$ cat src/source/periph_pkg.sv
package periph_pkg;

    // address and data width of every channel
    localparam int ADDR_W = 32;

    // address map, each device decodes DEV_SPAN bytes from its base
    localparam logic [ADDR_W-1:0] UART_BASE = 32'ha00003f8;
    localparam logic [ADDR_W-1:0] RTC_BASE  = 32'ha0000048;
    localparam int DEV_SPAN = 8;

    // serial line status register
    localparam int UART_LSR_OFF = 5;
    localparam logic [7:0] UART_LSR_IDLE = 8'h60;

    // clock cycles per counter tick
    localparam int RTC_DIV = 4;

    // response codes
    localparam logic [1:0] RESP_OKAY   = 2'b00;
    localparam logic [1:0] RESP_SLVERR = 2'b10;
    localparam logic [1:0] RESP_DECERR = 2'b11;

    typedef struct packed {
        logic [ADDR_W-1:0] addr;
    } axi_ar_t;

    typedef struct packed {
        logic [ADDR_W-1:0] addr;
    } axi_aw_t;

    typedef struct packed {
        logic [ADDR_W-1:0]   data;
        logic [ADDR_W/8-1:0] strb;
    } axi_w_t;

    typedef struct packed {
        logic [ADDR_W-1:0] data;
        logic [1:0]        resp;
    } axi_r_t;

    typedef struct packed {
        logic [1:0] resp;
    } axi_b_t;

    // target of a request, SEL_NONE for an unmapped address
    typedef enum logic [1:0] {SEL_UART, SEL_RTC, SEL_NONE} dev_sel_t;

endpackage

$ cat src/source/uart_sim_dev.sv
`timescale 1ns/1ns

module uart_sim_dev import periph_pkg::*; (
    input  logic       clk,
    input  logic       rst,
    input  axi_ar_t    ar,
    input  logic       ar_valid,
    output logic       ar_ready,
    output axi_r_t     r,
    output logic       r_valid,
    input  logic       r_ready,
    input  axi_aw_t    aw,
    input  logic       aw_valid,
    output logic       aw_ready,
    input  axi_w_t     w,
    input  logic       w_valid,
    output logic       w_ready,
    output axi_b_t     b,
    output logic       b_valid,
    input  logic       b_ready,
    output logic [7:0] tx_data,
    output logic       tx_valid
);

    logic              ar_fire, r_fire, aw_fire, w_fire, b_fire;
    logic [ADDR_W-1:0] ar_off;
    logic [ADDR_W-1:0] wr_off;
    logic [ADDR_W-1:0] aw_addr_q;
    logic [ADDR_W-1:0] rd_data_q;

    assign ar_fire = ar_valid && ar_ready;
    assign r_fire  = r_valid && r_ready;
    assign aw_fire = aw_valid && aw_ready;
    assign w_fire  = w_valid && w_ready;
    assign b_fire  = b_valid && b_ready;

    assign ar_off = ar.addr - UART_BASE;
    assign wr_off = aw_addr_q - UART_BASE;

    // one read in flight, ready comes back after the response is taken
    always_ff @(posedge clk or posedge rst) begin
        if (rst) begin
            ar_ready <= 1'b1;
            r_valid  <= 1'b0;
        end else if (ar_fire) begin
            ar_ready <= 1'b0;
            r_valid  <= 1'b1;
        end else if (r_fire) begin
            ar_ready <= 1'b1;
            r_valid  <= 1'b0;
        end
    end

    // no receive path, only the line status has content
    always_ff @(posedge clk) begin
        if (ar_fire) begin
            rd_data_q <= (ar_off == UART_LSR_OFF) ?
                         {{(ADDR_W-8){1'b0}}, UART_LSR_IDLE} : '0;
        end
    end

    assign r = '{data: rd_data_q, resp: RESP_OKAY};

    always_ff @(posedge clk or posedge rst) begin
        if (rst) begin
            aw_ready <= 1'b1;
            w_ready  <= 1'b1;
            b_valid  <= 1'b0;
        end else begin
            if (aw_fire) begin
                aw_ready <= 1'b0;
            end else if (b_fire) begin
                aw_ready <= 1'b1;
            end
            if (w_fire) begin
                w_ready <= 1'b0;
                b_valid <= 1'b1;
            end else if (b_fire) begin
                w_ready <= 1'b1;
                b_valid <= 1'b0;
            end
        end
    end

    always_ff @(posedge clk) begin
        if (aw_fire) begin
            aw_addr_q <= aw.addr;
        end
        if (w_fire) begin
            tx_data <= w.data[7:0];
        end
    end

    // byte strobe lines up with the rising b_valid
    always_ff @(posedge clk or posedge rst) begin
        if (rst) begin
            tx_valid <= 1'b0;
        end else begin
            tx_valid <= w_fire && (wr_off == '0);
        end
    end

    assign b.resp = RESP_OKAY;

    // a new byte needs a fresh w transfer, which waits for the b handshake
    assert property (@(posedge clk) disable iff (rst) tx_valid |=> !tx_valid);

endmodule

$ cat src/source/rtc_dev.sv
`timescale 1ns/1ns

module rtc_dev import periph_pkg::*; (
    input  logic    clk,
    input  logic    rst,
    input  axi_ar_t ar,
    input  logic    ar_valid,
    output logic    ar_ready,
    output axi_r_t  r,
    output logic    r_valid,
    input  logic    r_ready,
    input  axi_aw_t aw,
    input  logic    aw_valid,
    output logic    aw_ready,
    input  axi_w_t  w,
    input  logic    w_valid,
    output logic    w_ready,
    output axi_b_t  b,
    output logic    b_valid,
    input  logic    b_ready
);

    logic                       ar_fire, r_fire, aw_fire, w_fire, b_fire;
    logic [ADDR_W-1:0]          ar_off;
    logic [ADDR_W-1:0]          rd_data_q;
    logic [ADDR_W-1:0]          snap_hi;
    logic [$clog2(RTC_DIV)-1:0] presc;
    logic [2*ADDR_W-1:0]        cnt;

    assign ar_fire = ar_valid && ar_ready;
    assign r_fire  = r_valid && r_ready;
    assign aw_fire = aw_valid && aw_ready;
    assign w_fire  = w_valid && w_ready;
    assign b_fire  = b_valid && b_ready;

    assign ar_off = ar.addr - RTC_BASE;

    // prescaler wraps every RTC_DIV cycles and bumps the counter
    always_ff @(posedge clk or posedge rst) begin
        if (rst) begin
            presc <= '0;
            cnt   <= '0;
        end else if (presc == $bits(presc)'(RTC_DIV - 1)) begin
            presc <= '0;
            cnt   <= cnt + 1'b1;
        end else begin
            presc <= presc + 1'b1;
        end
    end

    always_ff @(posedge clk or posedge rst) begin
        if (rst) begin
            ar_ready <= 1'b1;
            r_valid  <= 1'b0;
        end else if (ar_fire) begin
            ar_ready <= 1'b0;
            r_valid  <= 1'b1;
        end else if (r_fire) begin
            ar_ready <= 1'b1;
            r_valid  <= 1'b0;
        end
    end

    // low word read freezes the high word for the following read
    always_ff @(posedge clk or posedge rst) begin
        if (rst) begin
            snap_hi <= '0;
        end else if (ar_fire && ar_off == 0) begin
            snap_hi <= cnt[2*ADDR_W-1:ADDR_W];
        end
    end

    always_ff @(posedge clk) begin
        if (ar_fire) begin
            case (ar_off)
                0:       rd_data_q <= cnt[ADDR_W-1:0];
                4:       rd_data_q <= snap_hi;
                default: rd_data_q <= '0;
            endcase
        end
    end

    assign r = '{data: rd_data_q, resp: RESP_OKAY};

    // counter is read only, writes are accepted and refused
    always_ff @(posedge clk or posedge rst) begin
        if (rst) begin
            aw_ready <= 1'b1;
            w_ready  <= 1'b1;
            b_valid  <= 1'b0;
        end else begin
            if (aw_fire) begin
                aw_ready <= 1'b0;
            end else if (b_fire) begin
                aw_ready <= 1'b1;
            end
            if (w_fire) begin
                w_ready <= 1'b0;
                b_valid <= 1'b1;
            end else if (b_fire) begin
                w_ready <= 1'b1;
                b_valid <= 1'b0;
            end
        end
    end

    assign b.resp = RESP_SLVERR;

    assert property (@(posedge clk) disable iff (rst) cnt >= $past(cnt));

    // crossbar only routes addresses inside this span
    assert property (@(posedge clk) disable iff (rst)
        aw_valid |-> (aw.addr - RTC_BASE) < DEV_SPAN);

endmodule

$ cat src/source/periph_xbar.sv
`timescale 1ns/1ns

module periph_xbar import periph_pkg::*; (
    input  logic    clk,
    input  logic    rst,
    input  axi_ar_t ar,
    input  logic    ar_valid,
    output logic    ar_ready,
    output axi_r_t  r,
    output logic    r_valid,
    input  logic    r_ready,
    input  axi_aw_t aw,
    input  logic    aw_valid,
    output logic    aw_ready,
    input  axi_w_t  w,
    input  logic    w_valid,
    output logic    w_ready,
    output axi_b_t  b,
    output logic    b_valid,
    input  logic    b_ready,
    output axi_ar_t uart_ar,
    output logic    uart_ar_valid,
    input  logic    uart_ar_ready,
    input  axi_r_t  uart_r,
    input  logic    uart_r_valid,
    output logic    uart_r_ready,
    output axi_aw_t uart_aw,
    output logic    uart_aw_valid,
    input  logic    uart_aw_ready,
    output axi_w_t  uart_w,
    output logic    uart_w_valid,
    input  logic    uart_w_ready,
    input  axi_b_t  uart_b,
    input  logic    uart_b_valid,
    output logic    uart_b_ready,
    output axi_ar_t rtc_ar,
    output logic    rtc_ar_valid,
    input  logic    rtc_ar_ready,
    input  axi_r_t  rtc_r,
    input  logic    rtc_r_valid,
    output logic    rtc_r_ready,
    output axi_aw_t rtc_aw,
    output logic    rtc_aw_valid,
    input  logic    rtc_aw_ready,
    output axi_w_t  rtc_w,
    output logic    rtc_w_valid,
    input  logic    rtc_w_ready,
    input  axi_b_t  rtc_b,
    input  logic    rtc_b_valid,
    output logic    rtc_b_ready
);

    logic     ar_fire, r_fire, aw_fire, w_fire, b_fire;
    logic     rd_busy, wr_busy;
    logic     derr_r_valid, derr_b_valid;
    dev_sel_t ar_dec, aw_dec;
    dev_sel_t rd_sel, wr_sel;

    function automatic dev_sel_t decode(input logic [ADDR_W-1:0] addr);
        dev_sel_t sel;
        if ((addr - UART_BASE) < DEV_SPAN) begin
            sel = SEL_UART;
        end else if ((addr - RTC_BASE) < DEV_SPAN) begin
            sel = SEL_RTC;
        end else begin
            sel = SEL_NONE;
        end
        return sel;
    endfunction

    assign ar_fire = ar_valid && ar_ready;
    assign r_fire  = r_valid && r_ready;
    assign aw_fire = aw_valid && aw_ready;
    assign w_fire  = w_valid && w_ready;
    assign b_fire  = b_valid && b_ready;

    assign ar_dec = decode(ar.addr);
    assign aw_dec = decode(aw.addr);

    // payloads fan out, only valid is steered
    assign uart_ar = ar;
    assign rtc_ar  = ar;
    assign uart_aw = aw;
    assign rtc_aw  = aw;
    assign uart_w  = w;
    assign rtc_w   = w;

    assign uart_ar_valid = ar_valid && !rd_busy && (ar_dec == SEL_UART);
    assign rtc_ar_valid  = ar_valid && !rd_busy && (ar_dec == SEL_RTC);
    assign uart_aw_valid = aw_valid && !wr_busy && (aw_dec == SEL_UART);
    assign rtc_aw_valid  = aw_valid && !wr_busy && (aw_dec == SEL_RTC);
    assign uart_w_valid  = w_valid && wr_busy && (wr_sel == SEL_UART);
    assign rtc_w_valid   = w_valid && wr_busy && (wr_sel == SEL_RTC);

    assign uart_r_ready = r_ready && (rd_sel == SEL_UART);
    assign rtc_r_ready  = r_ready && (rd_sel == SEL_RTC);
    assign uart_b_ready = b_ready && (wr_sel == SEL_UART);
    assign rtc_b_ready  = b_ready && (wr_sel == SEL_RTC);

    // address ready follows the decoded target, unmapped is taken here
    always_comb begin
        case (ar_dec)
            SEL_UART: ar_ready = !rd_busy && uart_ar_ready;
            SEL_RTC:  ar_ready = !rd_busy && rtc_ar_ready;
            default:  ar_ready = !rd_busy;
        endcase
        case (aw_dec)
            SEL_UART: aw_ready = !wr_busy && uart_aw_ready;
            SEL_RTC:  aw_ready = !wr_busy && rtc_aw_ready;
            default:  aw_ready = !wr_busy;
        endcase
    end

    always_comb begin
        case (rd_sel)
            SEL_UART: begin
                r       = uart_r;
                r_valid = uart_r_valid;
            end
            SEL_RTC: begin
                r       = rtc_r;
                r_valid = rtc_r_valid;
            end
            default: begin
                r       = '{data: '0, resp: RESP_DECERR};
                r_valid = derr_r_valid;
            end
        endcase
    end

    always_comb begin
        case (wr_sel)
            SEL_UART: begin
                w_ready = wr_busy && uart_w_ready;
                b       = uart_b;
                b_valid = uart_b_valid;
            end
            SEL_RTC: begin
                w_ready = wr_busy && rtc_w_ready;
                b       = rtc_b;
                b_valid = rtc_b_valid;
            end
            default: begin
                w_ready = wr_busy && !derr_b_valid;
                b       = '{resp: RESP_DECERR};
                b_valid = derr_b_valid;
            end
        endcase
    end

    always_ff @(posedge clk or posedge rst) begin
        if (rst) begin
            rd_busy      <= 1'b0;
            rd_sel       <= SEL_NONE;
            derr_r_valid <= 1'b0;
        end else if (ar_fire) begin
            rd_busy      <= 1'b1;
            rd_sel       <= ar_dec;
            derr_r_valid <= (ar_dec == SEL_NONE);
        end else if (r_fire) begin
            rd_busy      <= 1'b0;
            derr_r_valid <= 1'b0;
        end
    end

    // write stays open from aw transfer until b transfer
    always_ff @(posedge clk or posedge rst) begin
        if (rst) begin
            wr_busy      <= 1'b0;
            wr_sel       <= SEL_NONE;
            derr_b_valid <= 1'b0;
        end else begin
            if (aw_fire) begin
                wr_busy <= 1'b1;
                wr_sel  <= aw_dec;
            end else if (b_fire) begin
                wr_busy <= 1'b0;
            end
            if (w_fire && wr_sel == SEL_NONE) begin
                derr_b_valid <= 1'b1;
            end else if (b_fire) begin
                derr_b_valid <= 1'b0;
            end
        end
    end

    // responses from either device or the decode error path hold until taken
    assert property (@(posedge clk) disable iff (rst)
        r_valid && !r_ready |=> r_valid && $stable(r));
    assert property (@(posedge clk) disable iff (rst)
        b_valid && !b_ready |=> b_valid && $stable(b));

endmodule

$ cat src/source/periph_top.sv
`timescale 1ns/1ns

module periph_top import periph_pkg::*; (
    input  logic       clk,
    input  logic       rst,
    input  axi_ar_t    ar,
    input  logic       ar_valid,
    output logic       ar_ready,
    output axi_r_t     r,
    output logic       r_valid,
    input  logic       r_ready,
    input  axi_aw_t    aw,
    input  logic       aw_valid,
    output logic       aw_ready,
    input  axi_w_t     w,
    input  logic       w_valid,
    output logic       w_ready,
    output axi_b_t     b,
    output logic       b_valid,
    input  logic       b_ready,
    output logic [7:0] tx_data,
    output logic       tx_valid
);

    // one downstream channel set per device
    axi_ar_t uart_ar, rtc_ar;
    axi_r_t  uart_r, rtc_r;
    axi_aw_t uart_aw, rtc_aw;
    axi_w_t  uart_w, rtc_w;
    axi_b_t  uart_b, rtc_b;
    logic    uart_ar_valid, uart_ar_ready, rtc_ar_valid, rtc_ar_ready;
    logic    uart_r_valid, uart_r_ready, rtc_r_valid, rtc_r_ready;
    logic    uart_aw_valid, uart_aw_ready, rtc_aw_valid, rtc_aw_ready;
    logic    uart_w_valid, uart_w_ready, rtc_w_valid, rtc_w_ready;
    logic    uart_b_valid, uart_b_ready, rtc_b_valid, rtc_b_ready;

    periph_xbar periph_xbar_i (.*);

    uart_sim_dev uart_sim_dev_i (
        .clk(clk), .rst(rst),
        .ar(uart_ar), .ar_valid(uart_ar_valid), .ar_ready(uart_ar_ready),
        .r(uart_r), .r_valid(uart_r_valid), .r_ready(uart_r_ready),
        .aw(uart_aw), .aw_valid(uart_aw_valid), .aw_ready(uart_aw_ready),
        .w(uart_w), .w_valid(uart_w_valid), .w_ready(uart_w_ready),
        .b(uart_b), .b_valid(uart_b_valid), .b_ready(uart_b_ready),
        .tx_data(tx_data), .tx_valid(tx_valid)
    );

    rtc_dev rtc_dev_i (
        .clk(clk), .rst(rst),
        .ar(rtc_ar), .ar_valid(rtc_ar_valid), .ar_ready(rtc_ar_ready),
        .r(rtc_r), .r_valid(rtc_r_valid), .r_ready(rtc_r_ready),
        .aw(rtc_aw), .aw_valid(rtc_aw_valid), .aw_ready(rtc_aw_ready),
        .w(rtc_w), .w_valid(rtc_w_valid), .w_ready(rtc_w_ready),
        .b(rtc_b), .b_valid(rtc_b_valid), .b_ready(rtc_b_ready)
    );

endmodule

$ cat config.mk
export PLATFORM = sky130hd
export DESIGN_NAME = periph_top
export DESIGN_NICKNAME = d
export VERILOG_FILES = /design/src/source/periph_pkg.sv /design/src/source/uart_sim_dev.sv /design/src/source/rtc_dev.sv /design/src/source/periph_xbar.sv /design/src/source/periph_top.sv
export SDC_FILE = /design/constraint.sdc
export NUM_CORES = 1
export LEC_CHECK = 0
export BUFFER_PORTS_ARGS = -buffer_cell sky130_fd_sc_hd__clkbuf_2
export CORE_AREA = 2 2 154 156
export CTS_BUF_LIST = sky130_fd_sc_hd__clkbuf_8
export DETAILED_ROUTE_END_ITERATION = 6
export DIE_AREA = 0 0 156 158
export PLACE_DENSITY = 0.88
export SETUP_SLACK_MARGIN = 0.15
export SLEW_MARGIN = 20
export SYNTH_ARGS = -nofsm -noshare
export SYNTH_HDL_FRONTEND = slang
export SYNTH_HIERARCHICAL = 1
export SYNTH_SLANG_ARGS = --single-unit
$ cat constraint.sdc
create_clock -name clk -period 5.45 [get_ports clk]
set_clock_uncertainty 0.15 [all_clocks]
set_input_delay 0.545 -clock clk [delete_from_list [all_inputs] [get_ports clk]]
set_output_delay 0.545 -clock clk [all_outputs]
set_load 0.05 [all_outputs]
==> metrics.log <==
[metrics] Buffers & Inverters on Critical Path: 2
[metrics] cts bufs inserted: 17
[metrics] critical path, cell by cell: clkbuf_2, ha_1, nand4_1, or4_1, o31a_2, or4_4, nor4_4, o2111ai_2, o211a_1, clkbuf_2
[metrics] total core area: 23100 um2
[metrics] count of standard-cell rows: 56
[metrics] number of failing setup endpoints in the final timing report: 0
[metrics] fmax: about 250 MHz
[metrics] Avg Cell Area, Syn: 9.85 um2
[metrics] CTS sink cnt: 190
[metrics] Inserted Diodes: 0
[metrics] final worst path period need: 4.06 ns
[metrics] # hold bufs at CTS: 1
[metrics] Critical Path Fanout Max: 14
[metrics] number of top-level design ports: 157
[metrics] commonest non-fill, non-tap cell in the layout: sky130_fd_sc_hd__nor2_1
[metrics] area grow syn2layout: 2.19%
[metrics] leakage: slightly above 5 nW
[metrics] category of the most critical setup path: in -> out
[metrics] total global routing overflow: 0
[metrics] total of max-cap violations: 0
[metrics] total detailed-routing wirelength: 29.5 mm
[metrics] DR vias: 9755
[metrics] pwr dens: around 260 nW/um2
[metrics] number of global-route vias before repair: 9326
[metrics] via density per instance: 6.03
[metrics] die height: 158 um
[metrics] share of the core filled with cells: 57.1%
[metrics] layout cell share with drive strength beyond 1: 19.4%
[metrics] peak ir drop on the vdd network: approximately 310 uV
[metrics] category of the worst setup path capture point: output port
[metrics] met2 track demand over resource: 39.6%
[metrics] Initial Util: 55.9%
[metrics] global routing usage summed across all routing layers: 24.1%
[metrics] final hold violation count: 0
[metrics] met1 Resource Use GR: 31.7%
[metrics] overall die width: 156 um
[metrics] DRT Pass-1 Iters: 6
[metrics] CTS H-tree lvls: 4
[metrics] CTS-repair resized insts: 0
[metrics] setup repair after global routing missed its margin: false
[metrics] arrival time worst endpoint: 3.36 ns
[metrics] commonest non-fill, non-tap cells in the layout: sky130_fd_sc_hd__nor2_1 (140), sky130_fd_sc_hd__clkbuf_2 (128), sky130_fd_sc_hd__dfrtp_1 (108), sky130_fd_sc_hd__nand2_1 (92), sky130_fd_sc_hd__mux2i_1 (83)
[metrics] number of antenna violations at the first check in global routing: 0
[metrics] Final Max Tran Viols: 0
[metrics] result of the run: completed
[metrics] cell area after synthesis: 12900 um2
[metrics] number of buffers on the longest clock path: 2
[metrics] highest-delay cell along the critical path: sky130_fd_sc_hd__or4_1
[metrics] type of the most critical hold path: in -> reg
[metrics] cell count after synthesis: 1308
[metrics] total number of nets in the final design: 1430
[metrics] total die area: 24600 um2
[metrics] HPWL after detailed placement: 21.1 mm
[metrics] critical path required time: 4.76 ns
[metrics] worst slew pin tran: 1.11 ns
[metrics] initial drt markers: 940
[metrics] met3 Resource Use GR: 3.91%
[metrics] Yosys warning count: 6
[metrics] max-slew headroom at the worst pin: 26.1%
[metrics] aggregate negative setup slack: 0 ns
[metrics] most used routing layer: met2
[metrics] routability congestion estimate from global placement: roughly 0.92
[metrics] maximum single-stage delay on the critical path: 0.55 ns
[metrics] Reg clk slew, reported paths: 0.10 ns
[metrics] Register-to-Register Setup Slack: 2.14 ns
[metrics] Clk Tree Root Cell: sky130_fd_sc_hd__clkbuf_8
[metrics] clock tree from TritonCTS: yes
[metrics] Buffers on Ports: roughly 130
[metrics] final routed wire length divided by cell count: between 15 and 20 um
[metrics] pin count of the biggest net entering global routing: just under 70
[metrics] worst-skew pair later-pin latency: 0.47 ns
[metrics] first-pass GRT wire length: 47.2 mm
[metrics] Startpoint Class: input port
[metrics] setup fix buffers added after clock tree synthesis: 0
[metrics] drc violations: 0
[metrics] Antenna Violating Nets Remaining: 0
[metrics] final worst path period share: 74.4%
[metrics] Worst path top cell family by delay: simple AND/OR/NAND/NOR gates
[metrics] most numerous cell on the critical path: sky130_fd_sc_hd__clkbuf_2
[layout make-up]
type,instances,area [um2]
repair buffers,135,708
inverters,41,156
fillers,1930,9890
flip-flops and latches,190,5130
clock buffers,17,234
clock inverters,15,184
well taps,290,363
multi-input cells,929,6390
[registers in the layout, summed over array words and instances, names as in the netlist, 2 cells and up]
name	cells
uart_sim_dev_i/tx_data	8
rtc_dev_i/snap_hi	32
rtc_dev_i/rd_data_q	32
periph_xbar_i/wr_sel	2
rtc_dev_i/cnt	64
periph_xbar_i/rd_sel	2
uart_sim_dev_i/aw_addr_q	32
rtc_dev_i/presc	2
[worst paths after layout]
kind                       cells past startpoint                        end               start
hold / removal                                 1  uart_sim_dev_i/tx_data[2]                w[6]
hold reg to reg                                1         rtc_dev_i/presc[0]  rtc_dev_i/presc[0]
setup reg to reg                               8          rtc_dev_i/cnt[61]  rtc_dev_i/presc[0]
setup / recovery                              10                   ar_ready               ar[3]
max in group asynchronous                      4          rtc_dev_i/cnt[32]                 rst
min in group asynchronous                      3     uart_sim_dev_i/b_valid                 rst
[metrics by stage]
step | setup slack [ns] | cells | area, um2 | power (W) | hold WS (ns)
global route | 1.19 | 1617 | 13200 | 0.00355 | 0.0490
global placement | 1.26 | 1584 | 12700 | 0.00247 | 0.263
detailed placement | 1.21 | 1584 | 12700 | 0.00249 | 0.287
finish | 1.39 | 1617 | 13200 | 0.00341 | 0.0940
CTS | 1.39 | 1617 | 13200 | 0.00343 | 0.0503
floorplan | 1.59 | 1343 | 13000 | 0.00233 | 0.184
[power by group]
part	internal (W)	total (W)	switching (W)	leakage, nW
Sequential	0.00153	0.00160	0.0000715	2.17
Combinational	0.000206	0.000867	0.000661	2.72
Clock	0.000357	0.000941	0.000584	0.207
Total	0.00209	0.00341	0.00132	5.10
[layer usage]
metal / vias up / wire, um
met1: 4726 / 12600
met3: 77 / 1770
met2: 377 / 14100
met5: - / 0
li1: 4575 / -
met4: 0 / 966
[worst register-to-register path, delay by kind of cell (launching register included)]
family / cells / cell delay (ns)
AND/OR/NAND/NOR: 6 / 2.19
XOR/XNOR: 1 / 0.18
flip-flops: 1 / 0.37
adder cells (fa/ha/maj): 1 / 0.32
Note: power is estimated with default switching activity, not from simulation.
